--- src/logic/credit_link_pkg.sv ---
//--------------------------------------
// Credit link datapath package.
// Holds the flit layout, the default sizes
// and the rule for credit counter widths.
//--------------------------------------
package credit_link_pkg;

  // Default word width carried over the link.
  localparam int default_data_width = 16;

  // Default receive buffer depth.
  // The credit pool starts with exactly this many credits.
  localparam int default_buffer_depth = 8;

  // Width of the data field inside a flit.
  // It follows the default word width, so the top level keeps data_width at this value.
  localparam int flit_data_width = default_data_width;

  // Number of bits that can hold every value from zero up to depth.
  // A depth below one still gets a single bit.
  function automatic int count_width(input int depth);
    return (depth < 1) ? 1 : $clog2(depth + 1);
  endfunction

  //--------------------------------------
  // Link word
  //--------------------------------------

  // One word on the link together with its valid bit.
  // A flit with valid low carries no data and is ignored by the receiver.
  typedef struct packed {
    logic                       valid;
    logic [flit_data_width-1:0] data;
  } flit_t;

endpackage

--- src/logic/credit_csr_pkg.sv ---
//--------------------------------------
// Credit link register package.
// Wishbone classic request and response
// layouts and the register map.
//--------------------------------------
package credit_csr_pkg;

  // Wishbone address and data widths used by the register block.
  localparam int csr_addr_width = 4;
  localparam int csr_data_width = 32;

  // Master to slave signals of one Wishbone classic access.
  typedef struct packed {
    logic                      cyc;
    logic                      stb;
    logic                      we;
    logic [csr_addr_width-1:0] adr;
    logic [csr_data_width-1:0] dat;
  } wb_req_t;

  // Slave to master signals.
  // The read data is only meaningful while ack is high.
  typedef struct packed {
    logic                      ack;
    logic [csr_data_width-1:0] dat;
  } wb_rsp_t;

  // Register map. Only the withhold register is writable.
  localparam logic [csr_addr_width-1:0] csr_withhold_addr  = 4'h0;
  localparam logic [csr_addr_width-1:0] csr_count_addr     = 4'h1;
  localparam logic [csr_addr_width-1:0] csr_available_addr = 4'h2;
  localparam logic [csr_addr_width-1:0] csr_balance_addr   = 4'h3;

endpackage

--- src/logic/credit_counter.sv ---
//--------------------------------------
// Credit counter.
// Saturating count of credits with a same
// cycle increment, a decrement handshake
// and a dynamic withhold amount.
//--------------------------------------
`timescale 1ns/1ps

module credit_counter #(
  parameter int max_value = 8,
  localparam int count_bits = credit_link_pkg::count_width(max_value)
) (
  input  logic                  clk,
  input  logic                  reset,
  input  logic                  incr_valid,
  input  logic [count_bits-1:0] incr,
  input  logic                  decr_valid,
  output logic                  decr_ready,
  input  logic [count_bits-1:0] withhold,
  output logic [count_bits-1:0] value,
  output logic [count_bits-1:0] available
);

  // One extra bit keeps the intermediate sums free of wrap around.
  logic [count_bits-1:0] count_q;
  logic [count_bits:0]   grown;
  logic [count_bits:0]   avail_wide;
  logic [count_bits:0]   next_wide;
  logic                  decr_taken;

  //--------------------------------------
  // Available credit
  //--------------------------------------

  // The increment of this cycle is already spendable.
  // This lets a returned credit go out again with zero latency.
  assign grown = {1'b0, count_q} + (incr_valid ? {1'b0, incr} : '0);

  // Withheld credits are taken off the top, floored at zero.
  assign avail_wide = (grown > {1'b0, withhold}) ? (grown - {1'b0, withhold}) : '0;
  assign available  = avail_wide[count_bits-1:0];

  // A decrement is only offered when something is left after the withhold.
  assign decr_ready = |avail_wide;
  assign decr_taken = decr_valid & decr_ready;

  //--------------------------------------
  // Count register
  //--------------------------------------

  // Clamp at max_value so a stray extra increment cannot grow the pool.
  assign next_wide = grown - {{count_bits{1'b0}}, decr_taken};

  always_ff @(posedge clk) begin
    if (reset) begin
      count_q <= count_bits'(max_value);
    end else if (next_wide > (count_bits + 1)'(max_value)) begin
      count_q <= count_bits'(max_value);
    end else begin
      count_q <= next_wide[count_bits-1:0];
    end
  end

  // The reported value is the state before this cycle's changes.
  assign value = count_q;

endmodule

--- src/logic/credit_receiver.sv ---
//--------------------------------------
// Credit receiver.
// Grants push credits to the sender from
// its credit pool and forwards flits into
// the receive buffer without registers.
//--------------------------------------
`timescale 1ns/1ps

module credit_receiver #(
  parameter int data_width   = credit_link_pkg::default_data_width,
  parameter int buffer_depth = credit_link_pkg::default_buffer_depth,
  localparam int count_bits  = credit_link_pkg::count_width(buffer_depth)
) (
  input  logic                   clk,
  input  logic                   reset,
  input  credit_link_pkg::flit_t link_flit,
  output logic                   push_credit,
  output credit_link_pkg::flit_t buf_flit,
  input  logic                   pop_credit,
  input  logic [count_bits-1:0]  credit_withhold,
  output logic [count_bits-1:0]  credit_count,
  output logic [count_bits-1:0]  credit_available
);

  import credit_link_pkg::*;

  logic                  reset_released;
  logic                  decr_valid;
  logic                  decr_ready;
  logic [data_width-1:0] fwd_data;

  // Stays low in the first cycle after reset.
  // No credit may leave while the sender could still be in reset.
  always_ff @(posedge clk) begin
    if (reset) begin
      reset_released <= 1'b0;
    end else begin
      reset_released <= 1'b1;
    end
  end

  assign decr_valid = reset_released;

  // The pool starts full at buffer_depth.
  // Every pop of the buffer puts one credit back.
  credit_counter #(
    .max_value (buffer_depth)
  ) i_credit_counter (
    .clk        (clk),
    .reset      (reset),
    .incr_valid (pop_credit),
    .incr       (count_bits'(1)),
    .decr_valid (decr_valid),
    .decr_ready (decr_ready),
    .withhold   (credit_withhold),
    .value      (credit_count),
    .available  (credit_available)
  );

  // At most one credit goes out per cycle.
  assign push_credit = decr_valid & decr_ready;

  // The datapath is a straight pass with zero cycles of latency.
  assign fwd_data = data_width'(link_flit.data);
  assign buf_flit = '{valid: link_flit.valid, data: flit_data_width'(fwd_data)};

endmodule

--- src/logic/credit_sender.sv ---
//--------------------------------------
// Credit sender.
// Tracks the credit balance and launches
// accepted upstream words as registered
// flits on the link.
//--------------------------------------
`timescale 1ns/1ps

module credit_sender #(
  parameter int data_width   = credit_link_pkg::default_data_width,
  parameter int buffer_depth = credit_link_pkg::default_buffer_depth,
  localparam int count_bits  = credit_link_pkg::count_width(buffer_depth)
) (
  input  logic                   clk,
  input  logic                   reset,
  input  logic                   in_valid,
  input  logic [data_width-1:0]  in_data,
  output logic                   in_ready,
  input  logic                   push_credit,
  output credit_link_pkg::flit_t link_flit,
  output logic [count_bits-1:0]  sender_balance
);

  import credit_link_pkg::*;

  logic [count_bits-1:0] balance_q;
  logic                  accept;
  logic                  flit_valid_q;
  logic [data_width-1:0] flit_data_q;

  // A word is only taken when a credit is already held.
  // A credit arriving this cycle counts from the next cycle on.
  assign in_ready = |balance_q;
  assign accept   = in_valid & in_ready;

  // Credits received minus words launched.
  // It never exceeds buffer_depth since the receiver owns the pool.
  always_ff @(posedge clk) begin
    if (reset) begin
      balance_q <= '0;
    end else begin
      balance_q <= balance_q + count_bits'(push_credit) - count_bits'(accept);
    end
  end

  assign sender_balance = balance_q;

  // The valid bit follows each accepted word by one cycle.
  always_ff @(posedge clk) begin
    if (reset) begin
      flit_valid_q <= 1'b0;
    end else begin
      flit_valid_q <= accept;
    end
  end

  // Data is only loaded on accept and ignored while valid is low.
  always_ff @(posedge clk) begin
    if (accept) begin
      flit_data_q <= in_data;
    end
  end

  assign link_flit = '{valid: flit_valid_q, data: flit_data_width'(flit_data_q)};

endmodule

--- src/logic/receive_buffer.sv ---
//--------------------------------------
// Receive buffer.
// Circular FIFO behind the credit receiver.
// Each word that leaves returns a credit.
//--------------------------------------
`timescale 1ns/1ps

module receive_buffer #(
  parameter int data_width   = credit_link_pkg::default_data_width,
  parameter int buffer_depth = credit_link_pkg::default_buffer_depth,
  localparam int count_bits  = credit_link_pkg::count_width(buffer_depth),
  localparam int ptr_bits    = (buffer_depth > 1) ? $clog2(buffer_depth) : 1
) (
  input  logic                   clk,
  input  logic                   reset,
  input  credit_link_pkg::flit_t buf_flit,
  output logic                   out_valid,
  output logic [data_width-1:0]  out_data,
  input  logic                   out_ready,
  output logic                   pop_credit
);

  logic [data_width-1:0] mem [buffer_depth];
  logic [ptr_bits-1:0]   wr_ptr;
  logic [ptr_bits-1:0]   rd_ptr;
  logic [count_bits-1:0] fill;
  logic                  push;

  // Advance a pointer and wrap after the last entry.
  // The depth does not have to be a power of two.
  function automatic logic [ptr_bits-1:0] next_ptr(input logic [ptr_bits-1:0] ptr);
    return (ptr == ptr_bits'(buffer_depth - 1)) ? '0 : ptr + 1'b1;
  endfunction

  // The sender holds a credit for every flit, so there is always room.
  assign push       = buf_flit.valid;
  assign out_valid  = |fill;
  assign pop_credit = out_valid & out_ready;
  assign out_data   = mem[rd_ptr];

  //--------------------------------------
  // Pointers and fill level
  //--------------------------------------
  always_ff @(posedge clk) begin
    if (reset) begin
      wr_ptr <= '0;
      rd_ptr <= '0;
      fill   <= '0;
    end else begin
      if (push) begin
        wr_ptr <= next_ptr(wr_ptr);
      end
      if (pop_credit) begin
        rd_ptr <= next_ptr(rd_ptr);
      end
      fill <= fill + count_bits'(push) - count_bits'(pop_credit);
    end
  end

  // Storage has no reset. Unwritten entries are never read.
  always_ff @(posedge clk) begin
    if (push) begin
      mem[wr_ptr] <= data_width'(buf_flit.data);
    end
  end

endmodule

--- src/logic/credit_csr.sv ---
//--------------------------------------
// Credit link register block.
// Wishbone classic slave with the withhold
// register and credit status readback.
//--------------------------------------
`timescale 1ns/1ps

module credit_csr #(
  parameter int buffer_depth = credit_link_pkg::default_buffer_depth,
  localparam int count_bits  = credit_link_pkg::count_width(buffer_depth)
) (
  input  logic                   clk,
  input  logic                   reset,
  input  credit_csr_pkg::wb_req_t wb_req,
  output credit_csr_pkg::wb_rsp_t wb_rsp,
  output logic [count_bits-1:0]  credit_withhold,
  input  logic [count_bits-1:0]  credit_count,
  input  logic [count_bits-1:0]  credit_available,
  input  logic [count_bits-1:0]  sender_balance
);

  import credit_csr_pkg::*;

  logic                      ack_q;
  logic                      access_start;
  logic [count_bits-1:0]     withhold_q;
  logic [csr_data_width-1:0] read_data;
  logic [csr_data_width-1:0] rdata_q;

  // A new access starts when the strobe is up and no ack is pending.
  // The master holds stb until ack, so this fires once per access.
  assign access_start = wb_req.cyc & wb_req.stb & ~ack_q;

  // Address decode for reads. Unmapped addresses read as zero.
  always_comb begin
    case (wb_req.adr)
      csr_withhold_addr:  read_data = csr_data_width'(withhold_q);
      csr_count_addr:     read_data = csr_data_width'(credit_count);
      csr_available_addr: read_data = csr_data_width'(credit_available);
      csr_balance_addr:   read_data = csr_data_width'(sender_balance);
      default:            read_data = '0;
    endcase
  end

  // Ack comes one cycle after the strobe rises and lasts one cycle.
  always_ff @(posedge clk) begin
    if (reset) begin
      ack_q      <= 1'b0;
      withhold_q <= '0;
    end else begin
      ack_q <= access_start;
      if (access_start && wb_req.we && (wb_req.adr == csr_withhold_addr)) begin
        withhold_q <= wb_req.dat[count_bits-1:0];
      end
    end
  end

  // Read data is captured with the access and shown in the ack cycle.
  always_ff @(posedge clk) begin
    if (access_start) begin
      rdata_q <= read_data;
    end
  end

  assign wb_rsp          = '{ack: ack_q, dat: rdata_q};
  assign credit_withhold = withhold_q;

endmodule

--- src/logic/credit_link_top.sv ---
//--------------------------------------
// Credit link top level.
// Sender, receiver, receive buffer and
// register block on one clock.
//--------------------------------------
`timescale 1ns/1ps

module credit_link_top #(
  parameter int data_width   = credit_link_pkg::default_data_width,
  parameter int buffer_depth = credit_link_pkg::default_buffer_depth
) (
  input  logic                    clk,
  input  logic                    reset,
  input  logic                    in_valid,
  input  logic [data_width-1:0]   in_data,
  output logic                    in_ready,
  output logic                    out_valid,
  output logic [data_width-1:0]   out_data,
  input  logic                    out_ready,
  input  credit_csr_pkg::wb_req_t wb_req,
  output credit_csr_pkg::wb_rsp_t wb_rsp
);

  import credit_link_pkg::*;

  localparam int count_bits = count_width(buffer_depth);

  flit_t                 link_flit;
  flit_t                 buf_flit;
  logic                  push_credit;
  logic                  pop_credit;
  logic [count_bits-1:0] credit_withhold;
  logic [count_bits-1:0] credit_count;
  logic [count_bits-1:0] credit_available;
  logic [count_bits-1:0] sender_balance;

  credit_sender #(
    .data_width   (data_width),
    .buffer_depth (buffer_depth)
  ) i_credit_sender (
    .clk            (clk),
    .reset          (reset),
    .in_valid       (in_valid),
    .in_data        (in_data),
    .in_ready       (in_ready),
    .push_credit    (push_credit),
    .link_flit      (link_flit),
    .sender_balance (sender_balance)
  );

  credit_receiver #(
    .data_width   (data_width),
    .buffer_depth (buffer_depth)
  ) i_credit_receiver (
    .clk              (clk),
    .reset            (reset),
    .link_flit        (link_flit),
    .push_credit      (push_credit),
    .buf_flit         (buf_flit),
    .pop_credit       (pop_credit),
    .credit_withhold  (credit_withhold),
    .credit_count     (credit_count),
    .credit_available (credit_available)
  );

  // Buffer pops feed straight back into the receiver's credit pool.
  receive_buffer #(
    .data_width   (data_width),
    .buffer_depth (buffer_depth)
  ) i_receive_buffer (
    .clk        (clk),
    .reset      (reset),
    .buf_flit   (buf_flit),
    .out_valid  (out_valid),
    .out_data   (out_data),
    .out_ready  (out_ready),
    .pop_credit (pop_credit)
  );

  credit_csr #(
    .buffer_depth (buffer_depth)
  ) i_credit_csr (
    .clk              (clk),
    .reset            (reset),
    .wb_req           (wb_req),
    .wb_rsp           (wb_rsp),
    .credit_withhold  (credit_withhold),
    .credit_count     (credit_count),
    .credit_available (credit_available),
    .sender_balance   (sender_balance)
  );

endmodule

--- config.mk ---
export PLATFORM = sky130hd
export DESIGN_NAME = credit_link_top
export DESIGN_NICKNAME = d
export VERILOG_FILES = /design/src/logic/credit_link_pkg.sv /design/src/logic/credit_csr_pkg.sv /design/src/logic/credit_counter.sv /design/src/logic/credit_receiver.sv /design/src/logic/credit_sender.sv /design/src/logic/receive_buffer.sv /design/src/logic/credit_csr.sv /design/src/logic/credit_link_top.sv
export SDC_FILE = /design/constraint.sdc
export NUM_CORES = 1
export LEC_CHECK = 0
export BUFFER_PORTS_ARGS = -buffer_cell sky130_fd_sc_hd__buf_2
export CORE_MARGIN = 3
export CORE_UTILIZATION = 35
export DETAILED_ROUTE_END_ITERATION = 7
export PLACE_DENSITY = 0.53
export SYNTH_ARGS = -nofsm -noshare
export SYNTH_HDL_FRONTEND = slang
export SYNTH_HIERARCHICAL = 1
export SYNTH_SLANG_ARGS = --single-unit
--- constraint.sdc ---
create_clock -name clk -period 4.55 [get_ports clk]
set_clock_uncertainty 0.2 [all_clocks]
set_input_delay 0.2275 -clock clk [delete_from_list [all_inputs] [get_ports clk]]
set_output_delay 0.2275 -clock clk [all_outputs]
set_load 0.05 [all_outputs]
== Word level (Yosys, flattened, before mapping) ==
Memories as Yosys holds them, arrays and structs flattened. A register that Yosys moved wholly into a read port is not among the register bits.
Cells that the tools add are included.
Widths: inputs -> output; s select.

* Add/subtract/negate cells: 9
* Order comparisons: 2
* Equality and inequality tests: 5
* Mux-type cells: 10
* Bitwise operators: 6
* Reduce and logical (&&, ||, !) cells: 7

{| class="wikitable"
|+ Operators with widths
! cell !! count
|-
| $pmux 4 s4 || 1
|-
| $mux 3 || 4
|-
| $add 4x1->4 || 2
|-
| $eq 4x2->1 const B || 2
|-
| $reduce_or 4->1 || 2
|-
| $sub 4x1->4 || 2
|-
| $add 3x1->3 const B || 2
|-
| $eq 3x3->1 const B || 2
|-
| $add 4x5->5 || 1
|-
| $and 1x1->1 || 5
|-
| $gt 5x4->1 || 1
|-
| $gt 5x4->1 const B || 1
|-
| $mux 5 || 1
|-
| $reduce_or 5->1 || 1
|-
| $sub 5x1->5 || 1
|-
| $sub 5x4->5 || 1
|-
| $eq 4x1->1 const B || 1
|-
| $logic_not 4->1 || 1
|-
| $mux 1 || 4
|-
| $logic_and 1x1->1 || 2
|-
| $reduce_or 2->1 || 1
|-
| $not 1->1 || 1
|}

* Flip-flop bits (word level): 73
* RAM bits: 128
* Bits of input ports: 59
* Output and inout port bits: 51
* Word-level logic and storage cells: 51
* Memories kept: 1

{| class="wikitable"
|+ Memories
! memory !! words !! bits a word !! read ports !! clocked after memory_dff !! write ports !! RTL line !! source
|-
| i_receive_buffer.mem || 8 || 16 || 1 || 1 || 1 || receive_buffer.sv:23 || <nowiki>logic [data_width-1:0] mem [buffer_depth];</nowiki>
|}

== Logic depth before layout (Yosys ltp) ==
Gate-level depths: netlist of the first run.

* Word-level depth: 11
* Mapped depth: 24
* Depth with buffers taken out: 24

== Cells and area by module ==
Netlist of the first run, hierarchy kept.

{| class="wikitable"
|+ By module, submodules not included
! module !! times used !! cells an instance !! area an instance (sq um) !! sequential area each (sq um)
|-
| receive_buffer || 1 || 261 || 5,576.6 || 4,103.9
|-
| credit_sender || 1 || 48 || 784.5 || 580.6
|-
| credit_csr || 1 || 66 || 706.9 || 220.2
|-
| credit_counter || 1 || 81 || 630.6 || 80.1
|-
| credit_receiver || 1 || 22 || 165.2 || 20.0
|}

== Least setup slack after synthesis of the first run ==
No wires, ideal clock.

* Path type: register -> register
* Start: register i_receive_buffer.fill[2]
* End: register i_credit_receiver.i_credit_counter.count_q[0], in the netlist i_credit_receiver/i_credit_counter/value[0]
* Setup time: 0.113 ns
* Arrival time: 4.335 ns
* Required time: 4.237 ns
* Path slack: -0.098 ns
* Stages on the path, launching flop included: 23
* Path buffers: 0
* Clock period less this slack: 4.648 ns
* Cells stage by stage: dfxtp_1 > inv_1 > ha_1 > nor3b_1 > nor2_1 > and2_1 > ha_1 > fa_1 > xor2_2 > ha_1 > or2_0 > o22a_1 > or2_0 > a211o_1 > o31ai_1 > a21boi_1 > ha_1 > ha_1 > a31oi_1 > o21ai_1 > a211oi_1 > a211o_1 > nor2_1

* Cells in the longest elaborated chain, start to end: 11
* Elaborated cells on any way between the ends: 12
* Those cells by class: 3 x add/sub; 2 x order compare; 2 x mux; 2 x bitwise; 3 x reduce/logical

{| class="wikitable"
|+ Ends and longest elaborated chain
! what !! RTL line !! source
|-
| from (decl) || receive_buffer.sv:26 || <nowiki>logic [count_bits-1:0] fill;</nowiki>
|-
| from (signal assigned) || receive_buffer.sv:56 || <nowiki>fill <= fill + count_bits'(push) - count_bits'(pop_credit);</nowiki>
|-
| $reduce_or 4->1 * || receive_buffer.sv:37 || <nowiki>assign out_valid = |fill;</nowiki>
|-
| $and 1x1->1 * || receive_buffer.sv:38 || <nowiki>assign pop_credit = out_valid & out_ready;</nowiki>
|-
| named net pop_credit || credit_link_top.sv:31 || <nowiki>logic pop_credit;</nowiki>
|-
| $mux 1 * || credit_counter.sv:37 || <nowiki>assign grown = {1'b0, count_q} + (incr_valid ? {1'b0, incr} : '0);</nowiki>
|-
| $add 4x5->5 * || credit_counter.sv:37 ||
|-
| $sub 5x4->5 / $gt 5x4->1 (equally long branches) || credit_counter.sv:40 || <nowiki>assign avail_wide = (grown > {1'b0, withhold}) ? (grown - {1'b0, withhold}) : '0;</nowiki>
|-
| $mux 5 || credit_counter.sv:40 ||
|-
| $reduce_or 5->1 || credit_counter.sv:44 || <nowiki>assign decr_ready = |avail_wide;</nowiki>
|-
| $and 1x1->1 || credit_counter.sv:45 || <nowiki>assign decr_taken = decr_valid & decr_ready;</nowiki>
|-
| $sub 5x1->5 * || credit_counter.sv:52 || <nowiki>assign next_wide = grown - {{count_bits{1'b0}}, decr_taken};</nowiki>
|-
| $gt 5x4->1 || credit_counter.sv:57 || <nowiki>end else if (next_wide > (count_bits + 1)'(max_value)) begin</nowiki>
|-
| $reduce_or 2->1 (no source line) || - ||
|-
| to (signal assigned) || credit_counter.sv:56 || <nowiki>count_q <= count_bits'(max_value);</nowiki>
|-
| to (signal assigned) || credit_counter.sv:58 || <nowiki>count_q <= count_bits'(max_value);</nowiki>
|-
| to (signal assigned) || credit_counter.sv:60 || <nowiki>count_q <= next_wide[count_bits-1:0];</nowiki>
|-
| to (decl) || credit_counter.sv:25 || <nowiki>logic [count_bits-1:0] count_q;</nowiki>
|}

Mark *: on every way through the listed nets, which the timed path passes. The rest lies on a longest branch.
A chain may end at the register's enable or synchronous reset.

== Worst setup path in the final report of the first run ==
* Start: register i_receive_buffer.fill[2]
* End: register i_credit_receiver.i_credit_counter.count_q[2], in the netlist i_credit_receiver/i_credit_counter/value[2]

The elaborated chain is that of the path after synthesis.

==> run_results.csv, run 1 <==
group,metric,value,unit
place,gp_congestion,0.7670,
layout,antenna_cells,0,
clocking,cts_tree,"built",
critical_path,cp.required,4710,ps
timing,relSlewSlack,28.72,%
timing,fin_tns_setup,0,ps
place,portBuffers,53,
layout,nNetsFinal,659,
logic_synthesis,syn_inst,478,
logic_synthesis,yosysWarnings,6,
clocking,clockRootBuffer,"clkbuf_16",
drt,firstDrtPassIters,4,
floorplan,num_rows,54,
clocking,clk_latency,420,ps
power_and_ir_drop,p_leak,3.358,nW
drt,avgRoutedWirePerCell,17.18,um
critical_path,worst_ep_arrival_time,4610,ps
logic_synthesis,yosys.area.top_type_share,56.52,%
drt,vias,4103,
logic_synthesis,synth_seq_cells,176,
global_route,grt_pass1_wl,23.23,mm
clocking,clkTransAtPathRegs,70,ps
layout,multiInputGateArea,2594,sq um
clocking,htree_levels,4,
timing,setup_violations,0,
timing,period_share,97.84,%
drt,finalWirelength,14.88,mm
critical_path,critical_path_class,"reg2reg",
logic_synthesis,synth_area_leaders,"edfxtp_1 (57%), mux4_1 (10%), dfxtp_1 (7.1%)",
drt,drt.antenna.violating_nets,0,
floorplan,core-area,21960,sq um
run_status,outcome,"finished, final reports clean",
logic_synthesis,synthTopCellsByCount,"edfxtp_1 (148), buf_4 (48), mux4_1 (30), dfxtp_1 (28)",
drt,drtIter0Drc,245,
global_route,antenna_found_initial,0,
logic_synthesis,async_flop_share,0,%
layout,layoutNonFillerInstCount,866,
power_and_ir_drop,peakVddDrop,239.1,uV
drt,drc,0,
floorplan,die_area,24300,sq um
logic_synthesis,synth_flop_cell,"edfxtp_1",
power_and_ir_drop,powerDensity,585.5,nW/um^2
critical_path,cp-end-kind,"flip-flop",
global_route,grtUsageTotal,12.67,%
layout,fill_cells,1951,
logic_synthesis,synthDistinctLibCells,54,
drt,via_per_inst,4.738,
timing,drv_slew,0,
floorplan,initial_core_util,35.81,%
logic_synthesis,synth.cell_area,7864,sq um
clocking,clkSinkCount,176,
layout,drive_above_1_share,29.01,%
critical_path,ff2ff_setup_slack,100,ps
logic_synthesis,yosysSeqAreaShare,63.64,%
logic_synthesis,syn_avg_cell_area,16.45,sq um
logic_synthesis,yosysMostFrequentCell,"edfxtp_1",
floorplan,ioPinCount,110,
timing,tightest_slew,1065,ps
critical_path,start_kind,"flip-flop",
timing,final-hold-violation-count,0,
timing,rsz0062_at_grt,"true",
timing,max_freq,0.2246,GHz
place,dpl.cell_count,803,
layout,final_area,9387,sq um
clocking,cts_buffers,17,
floorplan,die_w,155.9,um
global_route,grt_overflow,0,
critical_path,cp_max_fo,5,
layout,area_growth,19.36,%
place,dpl_cell_area,8343,sq um
timing,final.min_clock_period,4452,ps
place,hpwl,9.230,mm
floorplan,die_h,155.9,um
global_route,first_global_vias,4283,
layout,seq_area,5009,sq um
logic_synthesis,synth_enable_flop_cells,148,
clocking,clockBufferDepth,2,
worst_hold_path,holdCritPathClass,"in2reg",
logic_synthesis,yosysTopAreaCell,"edfxtp_1",
job,cap_viol_max_count,0,
global_route,grt_start_max_net_pins,33,
layout by cell type (no fill, tap or decap), types with 3 or more instances in the layout:
cell type        n
ha_4             3
ha_1            16
clkbuf_16       17
ha_2             4
conb_1          32
dlygate4sd3_1   25
mux4_2           6
nand2_1         10
dfxtp_1         25
mux4_1          30
inv_6            4
a21oi_1         15
inv_8            4
nand3_1          6
edfxtp_1       148
mux2_2          16
o21ai_0          4
nor2b_1          3
buf_2           53
a31oi_1          3
nor3b_1          4
buf_4           26
dfxtp_2          3
nor2_1          22
mux2i_1          6
and2_1           7
inv_1           20
nand2b_1        14
inv_2            3
per-layer routing:
layer	track usage, %	wire length, um	part of all wire [%]
met1	15.52	6368	43
met2	22.21	7786	52
met3	3.467	585	3.9
met4	3.280	138	0.93
met5	0	0	0
area by class of cell:
type	instances	share of cell area (%)
flip-flops and latches	176	53.36
well taps	280	3.732
repair buffers	106	7.811
inverters	23	0.9198
clock buffers	17	4.532
clock inverters	15	2.013
multi-input cells	249	27.63
stage by stage:
stage	setup WS, ps	power, W	util (%)	hold WS (ps)
6_report	98.16	0.005496	42.75	55.35
5_1_grt	-200.3	0.005805	42.75	78.98
4_1_cts	1.501	0.005390	42.19	24.59
3_5_place_dp	-202.3	0.003784	37.99	205.6
3_3_place_gp	-164.6	0.003746	37.99	207.1
2_1_floorplan	50.17	0.003340	-	84.02
registers in the layout, indices dropped and copies added (netlist names), named ones only:
| register | flops |
|---|---|
| i_credit_receiver/decr_valid | 1 |
| i_credit_sender/flit_data_q | 16 |
| i_receive_buffer/fill | 4 |
| i_credit_sender/flit_valid_q | 1 |
| i_credit_csr/rdata_q | 4 |
| i_receive_buffer/wr_ptr | 3 |
| i_receive_buffer/rd_ptr | 3 |
| i_credit_csr/ack_q | 1 |
| i_credit_sender/sender_balance | 4 |
| i_credit_csr/credit_withhold | 4 |
| i_credit_receiver/i_credit_counter/value | 4 |
| i_receive_buffer/mem | 128 |
logic make-up after synthesis:
| logic type | synth area share [%] |
|---|---|
| other | 0.1432 |
| adders and majority gates | 4.678 |
| AOI/OAI and AO/OA | 2.832 |
| xor gates and xnor gates | 0.7639 |
| buffers and inverters | 6.698 |
| and+or+nand+nor | 6.444 |
| DFF | 63.64 |
| muxes | 14.80 |
power by group:
part           leakage, nW  switching, W  total [W]  internal [W]
logic                 1.49       0.00101    0.00189      0.000875
clock network        0.296      0.000653    0.00149      0.000837
registers             1.57      0.000174    0.00212       0.00195
critical path: stages, from the launching register on:
cell and delay [ps]:
dfxtp_2 320, inv_2 60, ha_4 120, nor3b_4 190, nor2_2 70, and2_1 160
ha_2 180, fa_2 390, xor2_4 190, ha_2 200, or2_0 200, o22a_1 220
or2_1 260, a211o_1 290, o31ai_4 80, a21boi_2 100, ha_2 200, buf_4 130
nor3b_4 160, o21ai_1 150, a211oi_1 80, a211o_1 330, a21oi_2 120
worst paths after layout:
kind,from,to,cells after the start
worst min register to register,i_credit_csr/ack_q$_SDFF_PP0_,i_credit_csr/ack_q$_SDFF_PP0_,1
worst max-delay path,i_receive_buffer/fill[2]$_SDFF_PP0_,i_credit_receiver/i_credit_counter/value[2]$_SDFF_PP0_,22
worst max register to register,i_receive_buffer/fill[2]$_SDFF_PP0_,i_credit_receiver/i_credit_counter/value[2]$_SDFF_PP0_,22
worst min-delay path,reset,i_credit_receiver/decr_valid$_DFF_P_,2
what timing repair did:
action / in CTS / in global routing
setup endpoints to repair: 4 / 6
gates cloned: 0 / 0
hold buffers: 25 / 0
pin swaps: 12 / 22
buffers inserted: 1 / 5
hold endpoints to repair: 29 / 0
resized for setup: 13 / 20
Note: power is estimated with default switching activity, not from simulation.
==> run 2: changes to the inputs <==
Settings changed: CORE_UTILIZATION 35 to 50, PLACE_DENSITY 0.53 to 0.72.
==> run_results.csv, run 2 (synthesis results as in run 1) <==
group,metric,value,unit
global_route,first_global_vias,4277,
power_and_ir_drop,powerDensity,585.0,nW/um^2
clocking,clkTransAtPathRegs,70,ps
timing,max_freq,0.2184,GHz
critical_path,critical_path_class,"reg2reg",
drt,avgRoutedWirePerCell,17.98,um
timing,rsz0062_at_grt,"true",
global_route,grtUsageTotal,17.02,%
run_status,outcome,"finished, violations left",
timing,drv_slew,0,
drt,drtIter0Drc,247,
timing,period_share,100.6,%
floorplan,num_rows,45,
clocking,htree_levels,4,
global_route,grt_start_max_net_pins,33,
critical_path,worst_ep_arrival_time,4740,ps
place,hpwl,8.652,mm
drt,wl_met2,7.479,mm
timing,final-hold-violation-count,0,
timing,tightest_slew,1069,ps
layout,largest_reg_flops,128,
timing,setup_violations,3,
global_route,grt_pass1_wl,22.43,mm
critical_path,cp.required,4710,ps
layout,layout_commonest_cell,"edfxtp_1",
timing,fin_tns_setup,-54.94,ps
critical_path,cp_max_fo,4,
drt,drc,0,
floorplan,core-area,15310,sq um
layout,antenna_cells,0,
clocking,cts_buffers,17,
layout,top_regs,"i_receive_buffer/mem x128, i_credit_sender/flit_data_q x16",
layout,largest-register,"i_receive_buffer/mem",
global_route,grt_overflow,0,
clocking,clockBufferDepth,2,
clocking,clkSinkCount,176,
run_status,violations,"negative setup slack",
timing,relSlewSlack,28.64,%
clocking,clockRootBuffer,"clkbuf_16",
place,dpl_cell_area,8214,sq um
power_and_ir_drop,peakVddDrop,622.4,uV
layout,mostFrequentLayoutCells,"edfxtp_1 (148), buf_2 (53), conb_1 (32)",
critical_path,cp-end-kind,"flip-flop",
clocking,clk_latency,430,ps
clocking,cts_tree,"built",
drt,highest_layer,"met4",
place,gp_congestion,0.8320,
floorplan,die_w,131.4,um
power_and_ir_drop,p_leak,3.309,nW
floorplan,ioPinCount,110,
worst_hold_path,holdCritPathClass,"in2reg",
drt,drt.antenna.violating_nets,0,
critical_path,start_kind,"flip-flop",
layout,area_growth,17.23,%
global_route,antenna_found_initial,0,
place,portBuffers,53,
floorplan,die_area,17270,sq um
layout,drive_above_1_share,27.81,%
drt,wl_met1,5.829,mm
floorplan,initial_core_util,51.35,%
drt,via_per_inst,5.178,
drt,vias,4091,
drt,firstDrtPassIters,5,
timing,setup_slack,-29.38,ps
layout,fill_cells,1165,
layout,final_area,9219,sq um
drt,finalWirelength,14.21,mm
floorplan,die_h,131.4,um
timing,final.min_clock_period,4579,ps
drt,route.met3.wl,751,um
job,cap_viol_max_count,0,
layout,nNetsFinal,652,
run 2: path summary, 6_finish.rpt:
kind | startpoint | to | slack [ps] | cells after the start
worst max-delay path | i_receive_buffer/fill[2]$_SDFF_PP0_ | i_credit_receiver/i_credit_counter/value[2]$_SDFF_PP0_ | -30 | 23
worst max register to register | i_receive_buffer/fill[2]$_SDFF_PP0_ | i_credit_receiver/i_credit_counter/value[2]$_SDFF_PP0_ | -30 | 23
worst min-delay path | reset | i_credit_receiver/decr_valid$_DFF_P_ | 30 | 2
worst min register to register | i_credit_csr/ack_q$_SDFF_PP0_ | i_credit_csr/ack_q$_SDFF_PP0_ | 290 | 1
run 2: layout make-up:
| type | instances | area [sq um] | area share, % |
|---|---|---|---|
| well taps | 211 | 264.0 | 2.864 |
| clock buffers | 19 | 432.9 | 4.696 |
| multi-input cells | 249 | 2618 | 28.39 |
| inverters | 23 | 86.33 | 0.9365 |
| clock inverters | 13 | 135.1 | 1.466 |
| repair buffers | 99 | 676.9 | 7.343 |
| flip-flops and latches | 176 | 5006 | 54.30 |
run 2: worst max-delay path, cell delays in order (launching register included):
cell and delay [ps]:
dfxtp_2 310, inv_2 70, ha_4 130, nor3b_4 190, nor2_2 70, and2_4 140, ha_4 150, fa_2 590
ha_4 220, nor2b_4 130, o22a_1 240, buf_6 150, o21ai_2 100, and3_4 190, o31ai_4 60, a21boi_2 210
ha_2 250, ha_4 150, inv_2 40, or2_4 270, nor3_4 180, a211oi_2 50, a211o_1 320, a21oi_2 100
run 2: timing repair:
| item | CTS | global route |
|---|---|---|
| pin swaps | 13 | 16 |
| resized for setup | 14 | 22 |
| buffers inserted | 1 | 4 |
| hold buffers | 25 | 0 |
| hold endpoints to repair | 29 | 0 |
| setup endpoints to repair | 4 | 6 |
run 2: report_power, final:
part | leakage, nW | internal [W] | total [W] | switching [W]
sequential | 1.57 | 0.00195 | 0.00209 | 0.000143
combinational | 1.46 | 0.000845 | 0.00190 | 0.00105
clock | 0.275 | 0.000809 | 0.00141 | 0.000598
total | 3.31 | 0.00360 | 0.00539 | 0.00179
run 2: stage by stage:
stage	setup WS (ps)	util [%]	hold WS, ps	total power (W)	cells
2_1_floorplan	50.17	-	84.02	0.003340	507
3_3_place_gp	-77.27	53.64	207.0	0.003652	728
3_5_place_dp	-209.0	53.64	205.6	0.003730	728
4_1_cts	4.045	59.31	10.68	0.005248	786
5_1_grt	-193.1	60.20	55.44	0.005672	790
6_report	-29.38	60.20	27.08	0.005393	790
run 2: per-layer routing:
| metal | track usage [%] | vias up |
|---|---|---|
| li1 | - | 1940 |
| met4 | 5.251 | 0 |
| met1 | 21.19 | 2015 |
| met3 | 4.441 | 15 |
| met2 | 29.34 | 121 |
| met5 | 0 | - |
